--- src/include/vcache_macros.svh ---
`ifndef VCACHE_MACROS_SVH
`define VCACHE_MACROS_SVH

// cache datapath and bus widths
`define VC_DATA_W 32
`define VC_ADDR_W 8

// cache geometry
`define VC_LINES 4
`define VC_MEM_WORDS 16

// fixed stall per line fill
`define VC_MISS_CYCLES 4

`define VC_STAT_W 16

`endif

--- src/hw/vcache_pkg.sv ---
`default_nettype none

`include "vcache_macros.svh"

package vcache_pkg;

  localparam int VC_SEL_W  = `VC_DATA_W / 8;
  localparam int VC_LANE_W = $clog2(VC_SEL_W);
  localparam int VC_IDX_W  = $clog2(`VC_MEM_WORDS);   // word index into backing store
  localparam int VC_LINE_W = $clog2(`VC_LINES);
  localparam int VC_TAG_W  = VC_IDX_W - VC_LINE_W;

  typedef enum logic [2:0] {
    OP_LD,     // load, zero extended
    OP_LDS,    // load, sign extended
    OP_ST,     // byte-masked store
    OP_AINV,   // address invalidate
    OP_TAGLV   // tag load valid
  } vc_op_e;

  typedef struct packed {
    vc_op_e                 op;
    logic [VC_IDX_W-1:0]    idx;
    logic [VC_SEL_W-1:0]    sel;
    logic [`VC_DATA_W-1:0]  wdata;
  } vc_req_s;

  typedef struct packed {
    vc_req_s                req;
    logic                   is_word;
    logic                   is_half;
    logic                   is_byte;
    logic [VC_LANE_W-1:0]   lane;    // byte offset of the access
  } vc_dec_s;

  typedef struct packed {
    vc_dec_s                dec;
    logic [`VC_DATA_W-1:0]  word;    // raw line word or tag/valid word
    logic                   miss;
  } vc_rsp_s;

endpackage

`default_nettype wire

--- src/hw/vcache_stat_pkg.sv ---
`default_nettype none

package vcache_stat_pkg;

  localparam int ST_NUM = 14;

  typedef enum logic [3:0] {
    ST_LD,
    ST_LD_W,
    ST_LD_H,
    ST_LD_B,
    ST_ST,
    ST_ST_W,
    ST_ST_H,
    ST_ST_B,
    ST_AINV,
    ST_TAGLV,
    ST_MISS_LD,
    ST_MISS_ST,
    ST_MISS_CYC,   // cycles with the miss handler busy
    ST_IDLE_CYC    // cycles with no event and no miss
  } stat_id_e;

  // one completed operation, sent with the bus ack
  typedef struct packed {
    logic                 done;
    vcache_pkg::vc_op_e   op;
    logic                 is_word;
    logic                 is_half;
    logic                 is_byte;
    logic                 miss;
  } vc_event_s;

endpackage

`default_nettype wire

--- src/hw/vcache_decode.sv ---
`timescale 1ns/1ps
`default_nettype none

`include "vcache_macros.svh"

module vcache_decode (
  input  wire logic                       clk_i,
  input  wire logic                       reset_i,
  input  wire logic                       wb_cyc_i,
  input  wire logic                       wb_stb_i,
  input  wire logic                       wb_we_i,
  input  wire logic [`VC_ADDR_W-1:0]      wb_adr_i,
  input  wire logic [`VC_DATA_W/8-1:0]    wb_sel_i,
  input  wire logic [`VC_DATA_W-1:0]      wb_dat_i,
  input  wire logic                       done_i,
  output vcache_pkg::vc_dec_s             dec_o,
  output logic                            dec_v_o
);
  import vcache_pkg::*;

  logic    busy_r;
  logic    accept;
  vc_dec_s dec_n;
  vc_dec_s dec_r;

  assign accept = wb_cyc_i & wb_stb_i & ~busy_r;   // one transaction at a time

  always_comb begin
    dec_n = '0;
    dec_n.req.idx   = wb_adr_i[VC_IDX_W-1:0];
    dec_n.req.sel   = wb_sel_i;
    dec_n.req.wdata = wb_dat_i;
    case (wb_adr_i[`VC_ADDR_W-1 -: 2])   // region bits
      2'b00:   dec_n.req.op = wb_we_i ? OP_ST : OP_LD;
      2'b01:   dec_n.req.op = OP_LDS;
      2'b10:   dec_n.req.op = OP_AINV;
      default: dec_n.req.op = OP_TAGLV;
    endcase
    case (wb_sel_i)
      4'b1111: dec_n.is_word = 1'b1;
      4'b0011: dec_n.is_half = 1'b1;
      4'b1100: begin
        dec_n.is_half = 1'b1;
        dec_n.lane    = 2'd2;
      end
      4'b0001: dec_n.is_byte = 1'b1;
      4'b0010: begin
        dec_n.is_byte = 1'b1;
        dec_n.lane    = 2'd1;
      end
      4'b0100: begin
        dec_n.is_byte = 1'b1;
        dec_n.lane    = 2'd2;
      end
      4'b1000: begin
        dec_n.is_byte = 1'b1;
        dec_n.lane    = 2'd3;
      end
      default: dec_n.lane = '0;   // odd masks count as no size
    endcase
  end

  always_ff @(posedge clk_i) begin
    if (reset_i) begin
      busy_r  <= 1'b0;
      dec_v_o <= 1'b0;
    end else begin
      dec_v_o <= accept;
      if (accept) begin
        busy_r <= 1'b1;
      end else if (done_i) begin
        busy_r <= 1'b0;
      end
    end
  end

  always_ff @(posedge clk_i) begin
    if (accept) begin
      dec_r <= dec_n;
    end
  end

  assign dec_o = dec_r;

endmodule

`default_nettype wire

--- src/hw/vcache_execute.sv ---
`timescale 1ns/1ps
`default_nettype none

`include "vcache_macros.svh"

module vcache_execute (
  input  wire logic             clk_i,
  input  wire logic             reset_i,
  input  vcache_pkg::vc_dec_s   dec_i,
  input  wire logic             dec_v_i,
  output vcache_pkg::vc_rsp_s   rsp_o,
  output logic                  rsp_v_o,
  output logic                  miss_busy_o
);
  import vcache_pkg::*;

  localparam int CNT_W = $clog2(`VC_MISS_CYCLES + 1);

  typedef enum logic [1:0] {IDLE, FILL, DONE} state_e;

  state_e                 state_r;
  logic [CNT_W-1:0]       cnt_r;
  logic [`VC_LINES-1:0]   valid_r;
  logic [VC_TAG_W-1:0]    tag_r  [`VC_LINES];
  logic [`VC_DATA_W-1:0]  data_r [`VC_LINES];
  logic [`VC_DATA_W-1:0]  mem_r  [`VC_MEM_WORDS];
  vc_dec_s                hold_r;
  vc_rsp_s                rsp_r;

  vc_dec_s                cur;
  logic [VC_LINE_W-1:0]   line;
  logic [VC_TAG_W-1:0]    tag;
  logic                   is_mem;
  logic                   hit;
  logic                   filling;
  logic                   fin;
  logic [`VC_DATA_W-1:0]  base_w;
  logic [`VC_DATA_W-1:0]  merged;
  logic [`VC_DATA_W-1:0]  rsp_word;

  function automatic logic [`VC_DATA_W-1:0] merge_bytes(
    input logic [`VC_DATA_W-1:0] old_w,
    input logic [`VC_DATA_W-1:0] new_w,
    input logic [VC_SEL_W-1:0]   sel
  );
    logic [`VC_DATA_W-1:0] res;
    res = old_w;
    for (int i = 0; i < VC_SEL_W; i++) begin
      if (sel[i]) begin
        res[8*i +: 8] = new_w[8*i +: 8];
      end
    end
    return res;
  endfunction

  assign filling = (state_r == FILL);
  assign cur     = filling ? hold_r : dec_i;   // held request while the fill runs
  assign line    = cur.req.idx[VC_LINE_W-1:0];
  assign tag     = cur.req.idx[VC_IDX_W-1:VC_LINE_W];
  assign is_mem  = cur.req.op inside {OP_LD, OP_LDS, OP_ST};
  assign hit     = valid_r[line] & (tag_r[line] == tag);
  assign base_w  = filling ? mem_r[cur.req.idx] : data_r[line];
  assign merged  = merge_bytes(base_w, cur.req.wdata, cur.req.sel);

  // request completes on this edge
  assign fin = ((state_r == IDLE) & dec_v_i & ~(is_mem & ~hit))
             | (filling & (cnt_r == '0));

  always_comb begin
    case (cur.req.op)
      OP_ST:    rsp_word = merged;
      OP_TAGLV: rsp_word = {{(`VC_DATA_W-VC_TAG_W-1){1'b0}}, valid_r[line], tag_r[line]};
      default:  rsp_word = base_w;
    endcase
  end

  always_ff @(posedge clk_i) begin
    if (reset_i) begin
      state_r <= IDLE;
      cnt_r   <= '0;
      valid_r <= '0;
      for (int i = 0; i < `VC_LINES; i++) begin
        tag_r[i] <= '0;
      end
      for (int i = 0; i < `VC_MEM_WORDS; i++) begin
        mem_r[i] <= '0;
      end
    end else begin
      case (state_r)
        IDLE: begin
          if (dec_v_i && is_mem && !hit) begin
            state_r <= FILL;
            cnt_r   <= CNT_W'(`VC_MISS_CYCLES - 1);
          end else if (dec_v_i) begin
            state_r <= DONE;
          end
        end
        FILL: begin
          if (cnt_r == '0) begin
            state_r <= DONE;
          end else begin
            cnt_r <= cnt_r - 1'b1;
          end
        end
        default: state_r <= IDLE;
      endcase
      if (fin && is_mem) begin
        valid_r[line] <= 1'b1;   // write-allocate
        tag_r[line]   <= tag;
      end
      if (fin && cur.req.op == OP_AINV) begin
        valid_r[line] <= 1'b0;
      end
      if (fin && cur.req.op == OP_ST) begin
        mem_r[cur.req.idx] <= merged;   // write-through
      end
    end
  end

  always_ff @(posedge clk_i) begin
    if (state_r == IDLE && dec_v_i) begin
      hold_r <= dec_i;
    end
    if (fin && is_mem) begin
      data_r[line] <= (cur.req.op == OP_ST) ? merged : base_w;
    end
    if (fin) begin
      rsp_r.dec  <= cur;
      rsp_r.word <= rsp_word;
      rsp_r.miss <= filling;
    end
  end

  assign rsp_o       = rsp_r;
  assign rsp_v_o     = (state_r == DONE);
  assign miss_busy_o = filling;

endmodule

`default_nettype wire

--- src/hw/vcache_result.sv ---
`timescale 1ns/1ps
`default_nettype none

`include "vcache_macros.svh"

module vcache_result (
  input  wire logic                   clk_i,
  input  wire logic                   reset_i,
  input  vcache_pkg::vc_rsp_s         rsp_i,
  input  wire logic                   rsp_v_i,
  output logic                        wb_ack_o,
  output logic [`VC_DATA_W-1:0]       wb_dat_o,
  output logic                        done_o,
  output vcache_stat_pkg::vc_event_s  event_o
);
  import vcache_pkg::*;
  import vcache_stat_pkg::*;

  logic [`VC_DATA_W-1:0] shifted;
  logic [`VC_DATA_W-1:0] ld_word;
  logic [`VC_DATA_W-1:0] rdata;
  logic                  sx;

  always_comb begin
    shifted = rsp_i.word >> {rsp_i.dec.lane, 3'b000};   // lane down to bit 0
    sx      = (rsp_i.dec.req.op == OP_LDS);
    if (rsp_i.dec.is_byte) begin
      ld_word = {{(`VC_DATA_W-8){sx & shifted[7]}}, shifted[7:0]};
    end else if (rsp_i.dec.is_half) begin
      ld_word = {{(`VC_DATA_W-16){sx & shifted[15]}}, shifted[15:0]};
    end else begin
      ld_word = shifted;
    end
    case (rsp_i.dec.req.op)
      OP_LD, OP_LDS: rdata = ld_word;
      OP_TAGLV:      rdata = rsp_i.word;
      default:       rdata = '0;   // stores and invalidate
    endcase
  end

  always_ff @(posedge clk_i) begin
    if (reset_i) begin
      wb_ack_o <= 1'b0;
      event_o  <= '0;
    end else begin
      wb_ack_o        <= rsp_v_i;
      event_o.done    <= rsp_v_i;
      event_o.op      <= rsp_i.dec.req.op;
      event_o.is_word <= rsp_i.dec.is_word;
      event_o.is_half <= rsp_i.dec.is_half;
      event_o.is_byte <= rsp_i.dec.is_byte;
      event_o.miss    <= rsp_i.miss;
    end
  end

  always_ff @(posedge clk_i) begin
    if (rsp_v_i) begin
      wb_dat_o <= rdata;
    end
  end

  assign done_o = wb_ack_o;

endmodule

`default_nettype wire

--- src/hw/vcache_profiler.sv ---
`timescale 1ns/1ps
`default_nettype none

`include "vcache_macros.svh"

module vcache_profiler (
  input  wire logic                   clk_i,
  input  wire logic                   reset_i,
  input  vcache_stat_pkg::vc_event_s  event_i,
  input  wire logic                   miss_busy_i,
  input  vcache_stat_pkg::stat_id_e   stat_sel_i,
  input  wire logic                   stat_clr_i,
  output logic [`VC_STAT_W-1:0]       stat_o
);
  import vcache_pkg::*;
  import vcache_stat_pkg::*;

  logic [`VC_STAT_W-1:0] cnt_r [ST_NUM];
  logic [ST_NUM-1:0]     inc;
  logic                  ev_ld;
  logic                  ev_st;

  assign ev_ld = event_i.done & (event_i.op inside {OP_LD, OP_LDS});   // both load kinds
  assign ev_st = event_i.done & (event_i.op == OP_ST);

  always_comb begin
    inc              = '0;
    inc[ST_LD]       = ev_ld;
    inc[ST_LD_W]     = ev_ld & event_i.is_word;
    inc[ST_LD_H]     = ev_ld & event_i.is_half;
    inc[ST_LD_B]     = ev_ld & event_i.is_byte;
    inc[ST_ST]       = ev_st;
    inc[ST_ST_W]     = ev_st & event_i.is_word;
    inc[ST_ST_H]     = ev_st & event_i.is_half;
    inc[ST_ST_B]     = ev_st & event_i.is_byte;
    inc[ST_AINV]     = event_i.done & (event_i.op == OP_AINV);
    inc[ST_TAGLV]    = event_i.done & (event_i.op == OP_TAGLV);
    inc[ST_MISS_LD]  = ev_ld & event_i.miss;
    inc[ST_MISS_ST]  = ev_st & event_i.miss;
    inc[ST_MISS_CYC] = miss_busy_i;
    inc[ST_IDLE_CYC] = ~event_i.done & ~miss_busy_i;
  end

  always_ff @(posedge clk_i) begin
    if (reset_i || stat_clr_i) begin
      for (int i = 0; i < ST_NUM; i++) begin
        cnt_r[i] <= '0;
      end
    end else begin
      for (int i = 0; i < ST_NUM; i++) begin
        if (inc[i] && cnt_r[i] != '1) begin   // hold at max
          cnt_r[i] <= cnt_r[i] + 1'b1;
        end
      end
    end
  end

  // unused selector codes read as zero
  assign stat_o = (int'(stat_sel_i) < ST_NUM) ? cnt_r[stat_sel_i] : '0;

endmodule

`default_nettype wire

--- src/hw/vcache_top.sv ---
`timescale 1ns/1ps
`default_nettype none

`include "vcache_macros.svh"

module vcache_top (
  input  wire logic                     clk_i,
  input  wire logic                     reset_i,
  input  wire logic                     wb_cyc_i,
  input  wire logic                     wb_stb_i,
  input  wire logic                     wb_we_i,
  input  wire logic [`VC_ADDR_W-1:0]    wb_adr_i,
  input  wire logic [`VC_DATA_W/8-1:0]  wb_sel_i,
  input  wire logic [`VC_DATA_W-1:0]    wb_dat_i,
  output logic                          wb_ack_o,
  output logic [`VC_DATA_W-1:0]         wb_dat_o,
  input  vcache_stat_pkg::stat_id_e     stat_sel_i,
  input  wire logic                     stat_clr_i,
  output logic [`VC_STAT_W-1:0]         stat_o,
  output logic                          stat_miss_o
);
  import vcache_pkg::*;
  import vcache_stat_pkg::*;

  vc_dec_s   dec;
  logic      dec_v;
  vc_rsp_s   rsp;
  logic      rsp_v;
  logic      miss_busy;
  logic      done;
  vc_event_s ev;

  vcache_decode i_decode (
    .clk_i    (clk_i),
    .reset_i  (reset_i),
    .wb_cyc_i (wb_cyc_i),
    .wb_stb_i (wb_stb_i),
    .wb_we_i  (wb_we_i),
    .wb_adr_i (wb_adr_i),
    .wb_sel_i (wb_sel_i),
    .wb_dat_i (wb_dat_i),
    .done_i   (done),
    .dec_o    (dec),
    .dec_v_o  (dec_v)
  );

  vcache_execute i_execute (
    .clk_i       (clk_i),
    .reset_i     (reset_i),
    .dec_i       (dec),
    .dec_v_i     (dec_v),
    .rsp_o       (rsp),
    .rsp_v_o     (rsp_v),
    .miss_busy_o (miss_busy)
  );

  vcache_result i_result (
    .clk_i    (clk_i),
    .reset_i  (reset_i),
    .rsp_i    (rsp),
    .rsp_v_i  (rsp_v),
    .wb_ack_o (wb_ack_o),
    .wb_dat_o (wb_dat_o),
    .done_o   (done),
    .event_o  (ev)
  );

  vcache_profiler i_profiler (
    .clk_i       (clk_i),
    .reset_i     (reset_i),
    .event_i     (ev),
    .miss_busy_i (miss_busy),
    .stat_sel_i  (stat_sel_i),
    .stat_clr_i  (stat_clr_i),
    .stat_o      (stat_o)
  );

  assign stat_miss_o = miss_busy;

endmodule

`default_nettype wire

--- config.mk ---
export PLATFORM = sky130hd
export DESIGN_NAME = vcache_top
export DESIGN_NICKNAME = d
export VERILOG_FILES = /design/src/hw/vcache_pkg.sv /design/src/hw/vcache_stat_pkg.sv /design/src/hw/vcache_decode.sv /design/src/hw/vcache_execute.sv /design/src/hw/vcache_result.sv /design/src/hw/vcache_profiler.sv /design/src/hw/vcache_top.sv
export VERILOG_INCLUDE_DIRS = /design/src /design/src/include
export SDC_FILE = /design/constraint.sdc
export NUM_CORES = 2
export LEC_CHECK = 0
export BUFFER_PORTS_ARGS = -buffer_cell sky130_fd_sc_hd__clkbuf_2
export CAP_MARGIN = 20
export CORE_ASPECT_RATIO = 1.5
export CORE_MARGIN = 8
export CORE_UTILIZATION = 45
export DETAILED_ROUTE_END_ITERATION = 16
export PLACE_DENSITY = 0.63
export SLEW_MARGIN = 20
export SYNTH_ARGS = -nofsm -noshare
export SYNTH_HDL_FRONTEND = slang
export SYNTH_SLANG_ARGS = --single-unit
--- constraint.sdc ---
create_clock -name clk_i -period 12.6 [get_ports clk_i]
set_input_delay 2.52 -clock clk_i [delete_from_list [all_inputs] [get_ports clk_i]]
set_output_delay 2.52 -clock clk_i [all_outputs]
set_load 0.01 [all_outputs]
==> results.md <==
* Status: completed
* Setup bufs post-CTS at 0
* # placed instances at 5270
* Synth top area share at 0.618
* GRT Total Usage at 0.237
* Met2 wire length at 75600 um
* Clock buffer count from CTS at 102
* Lkg Pwr at 18.1 nW
* Row count at 150
* Vias in the first global route at 33500
* Max FO, Critical Path at 34
* Post-cts gate resize count at 0
* Routed vias/inst at 6.30
* Crit path DAT at 5.05 ns
* Hold depth at 1
* Cell taking the most area after synthesis: edfxtp_1
* DIE AREA at 124000 um^2
* Nets@finish at 4002
* Via count at 34400
* Final setup vio count at 0
* Post-layout instance area at 55500 um^2
* Power per cell area at 138 nW/um^2
* Final max-slew violation count at 0
* Final ANT Viol Nets at 0
* Top FF cell, synth: edfxtp_1
* Relative slew slack at 0.268
* Register area share after synthesis at 0.626
* Core area at 111000 um^2
* CTS tree: yes
* Post-synth EDFFs at 1041
* Die H at 427 um
* Mapped Cells at 3980
* Crit start category: primary input
* Ys async rst share at 0
* Final period util at 0.600
* Critical-path cell with the highest stage delay: buf_2
* First-pass GRT wire length at 219000 um
* DRC Markers at 0
* Avg Inst Size Synth at 12.7 um^2
* HP Class: reg2reg
* Drt first pass iters at 6
* Fin crit period at 7.57 ns
* Highest routed metal layer: met5
* Hold-fix buffers, CTS at 0
* Setup TNS Final at 0 ns
* Io pins at 104
* Gr ovfl total at 0
* Area Growth Syn to Fin at 9.84%
* Final Hold Vio Count at 0
* Fillers at 9685
* WL final at 150000 um
* FF+latch count, synth at 1060
* Setup CP Type: in2out
* Max Cap Viol at 0
* Power, Total at 7.69 mW
* Dpl hpwl at 90400 um
* Layout cells sized above 1 at 0.151
* Synthesized cell area at 50600 um^2
* Chip width at 290 um
* Placer Congestion at 0.902
* Fmax at 132 MHz
* Total number of H-tree levels at 3
* Worst Path Required at 10.08 ns
* Clock skew at 0.0241 ns
* Cell variety after synth at 73
* Placed Area at 52200 um^2
* Iteration-0 DRC Markers at 3430
* Clock-pin slew on the worst setup and hold paths at 0.06 ns
* Pre-CTS setup slack at 5.03 ns
* Most instantiated library cell after synthesis: edfxtp_1
* R2R cell count at 10
* CP max stage delay at 0.70 ns
* I/O Buffers at 101
* Commonest cells in the netlist: edfxtp_1, nor2_1, nand2_1
* Avg WL per Cell at 27.4 um
* Worst vdd rail ir drop at 100 uV
* Largest net degree at the start of global routing at 130
* Crit path capture type: output pin
* Clock buffer depth at 3
* YS warnings at 0
* Crit path setup slack, layout at 5.03 ns
* RSZ-0062 raised after global routing: false
* Initial Util at 0.454
* M1 wire length at 55000 um
* Clk sinks at 1060
* Area contributors post-synth: edfxtp_1, a22oi_1, a211oi_1, nor2_1, xor2_1
* Layout Cells excl Fill at 5463
* Worst path cell trace: buf_2 > buf_4 > mux4_2 > mux2i_1 > o21ai_0 > clkbuf_2
* Syn_nets at 4052
* Root Buffer: clkbuf_16
* Clock latency on the worst-skew pair at 0.70 ns
* Routed length on met3 at 10600 um
* Slew @ Worst Pin at 1.10 ns
* Initial antenna violation count at 3
## report_power, final
part           leakage (nW)  internal, mW  switching [mW]
logic                  5.74         0.146           0.403
clock network          1.62          1.73            1.35
registers              10.7          3.99          0.0756
## cell families after synthesis
kind of cell | Yosys count | synth area share
buffers and inverters | 374 | 0.0343
flip-flops | 1060 | 0.626
multiplexers | 131 | 0.0382
adder cells (fa/ha/maj) | 18 | 0.00445
AND/OR/NAND/NOR | 1128 | 0.103
XOR/XNOR | 197 | 0.0341
AO/OA/AOI/OAI | 1072 | 0.160
## flip-flops by register name, summed over array words and instances (netlist names)
signal	count
i_decode.busy_r	1
i_execute.hold_r	48
i_execute.cnt_r	3
i_execute.mem_r	512
i_execute.rsp_o	41
i_decode.dec_o	48
i_execute.state_r	2
i_profiler.cnt_r	224
i_result.done_o	1
i_execute.data_r	128
i_execute.tag_r	8
i_result.wb_dat_o	32
i_execute.valid_r	4
i_result.event_o	7
i_decode.dec_v_o	1
## routing by layer
metal / up-vias / track usage
li1: 15200 / -
met1: 17200 / 0.281
met2: 1609 / 0.412
met3: 395 / 0.0343
met4: 2 / 0.129
met5: - / 0
## final cells by class
class | instances | area [um^2] | area share
well taps | 1444 | 1810 | 0.0325
inverters | 37 | 141 | 0.00255
clock buffers | 128 | 2750 | 0.0494
clock inverters | 62 | 566 | 0.0102
multi-input cells | 2546 | 17500 | 0.315
flip-flops and latches | 1060 | 31600 | 0.570
repair buffers | 183 | 1170 | 0.0210
diodes | 3 | 7.51 | 0.000135
## cell usage in the layout, fill, tap and decap left out, drive strengths merged, types with 41 or more instances in the layout
cell / count
a211oi: 339
and3: 43
mux4: 48
a21oi: 206
clkbuf: 227
o21ai: 123
nand4: 41
edfxtp: 1041
nand2: 277
buf: 84
nor2: 482
mux2i: 79
a22oi: 254
xnor2: 66
xor2: 131
nand3: 98
clkinv: 45
## worst max-delay path: cells and delay by family
kind,cells,cell delay [ns]
buf+inv,3,1.41
compound gates,1,0.15
mux,2,0.90
## final timing paths
path | to | slack (ns) | start
max | stat_o[0] | 5.03 | stat_sel_i[0]
min | i_result.event_o[3] | 0.45 | i_execute.rsp_o[37]
max reg2reg | i_execute.mem_r[5][6] | 7.38 | i_execute.state_r[0]
min reg2reg | i_result.event_o[3] | 0.45 | i_execute.rsp_o[37]
## through the flow
stage / hold WS, ns / util
floorplan: 0.426 / -
global placement: 0.428 / 0.468
detailed placement: 0.432 / 0.468
CTS: 0.449 / 0.498
global route: 0.456 / 0.498
finish: 0.451 / 0.498
No activity file was read; power rests on OpenSTA's default activity.
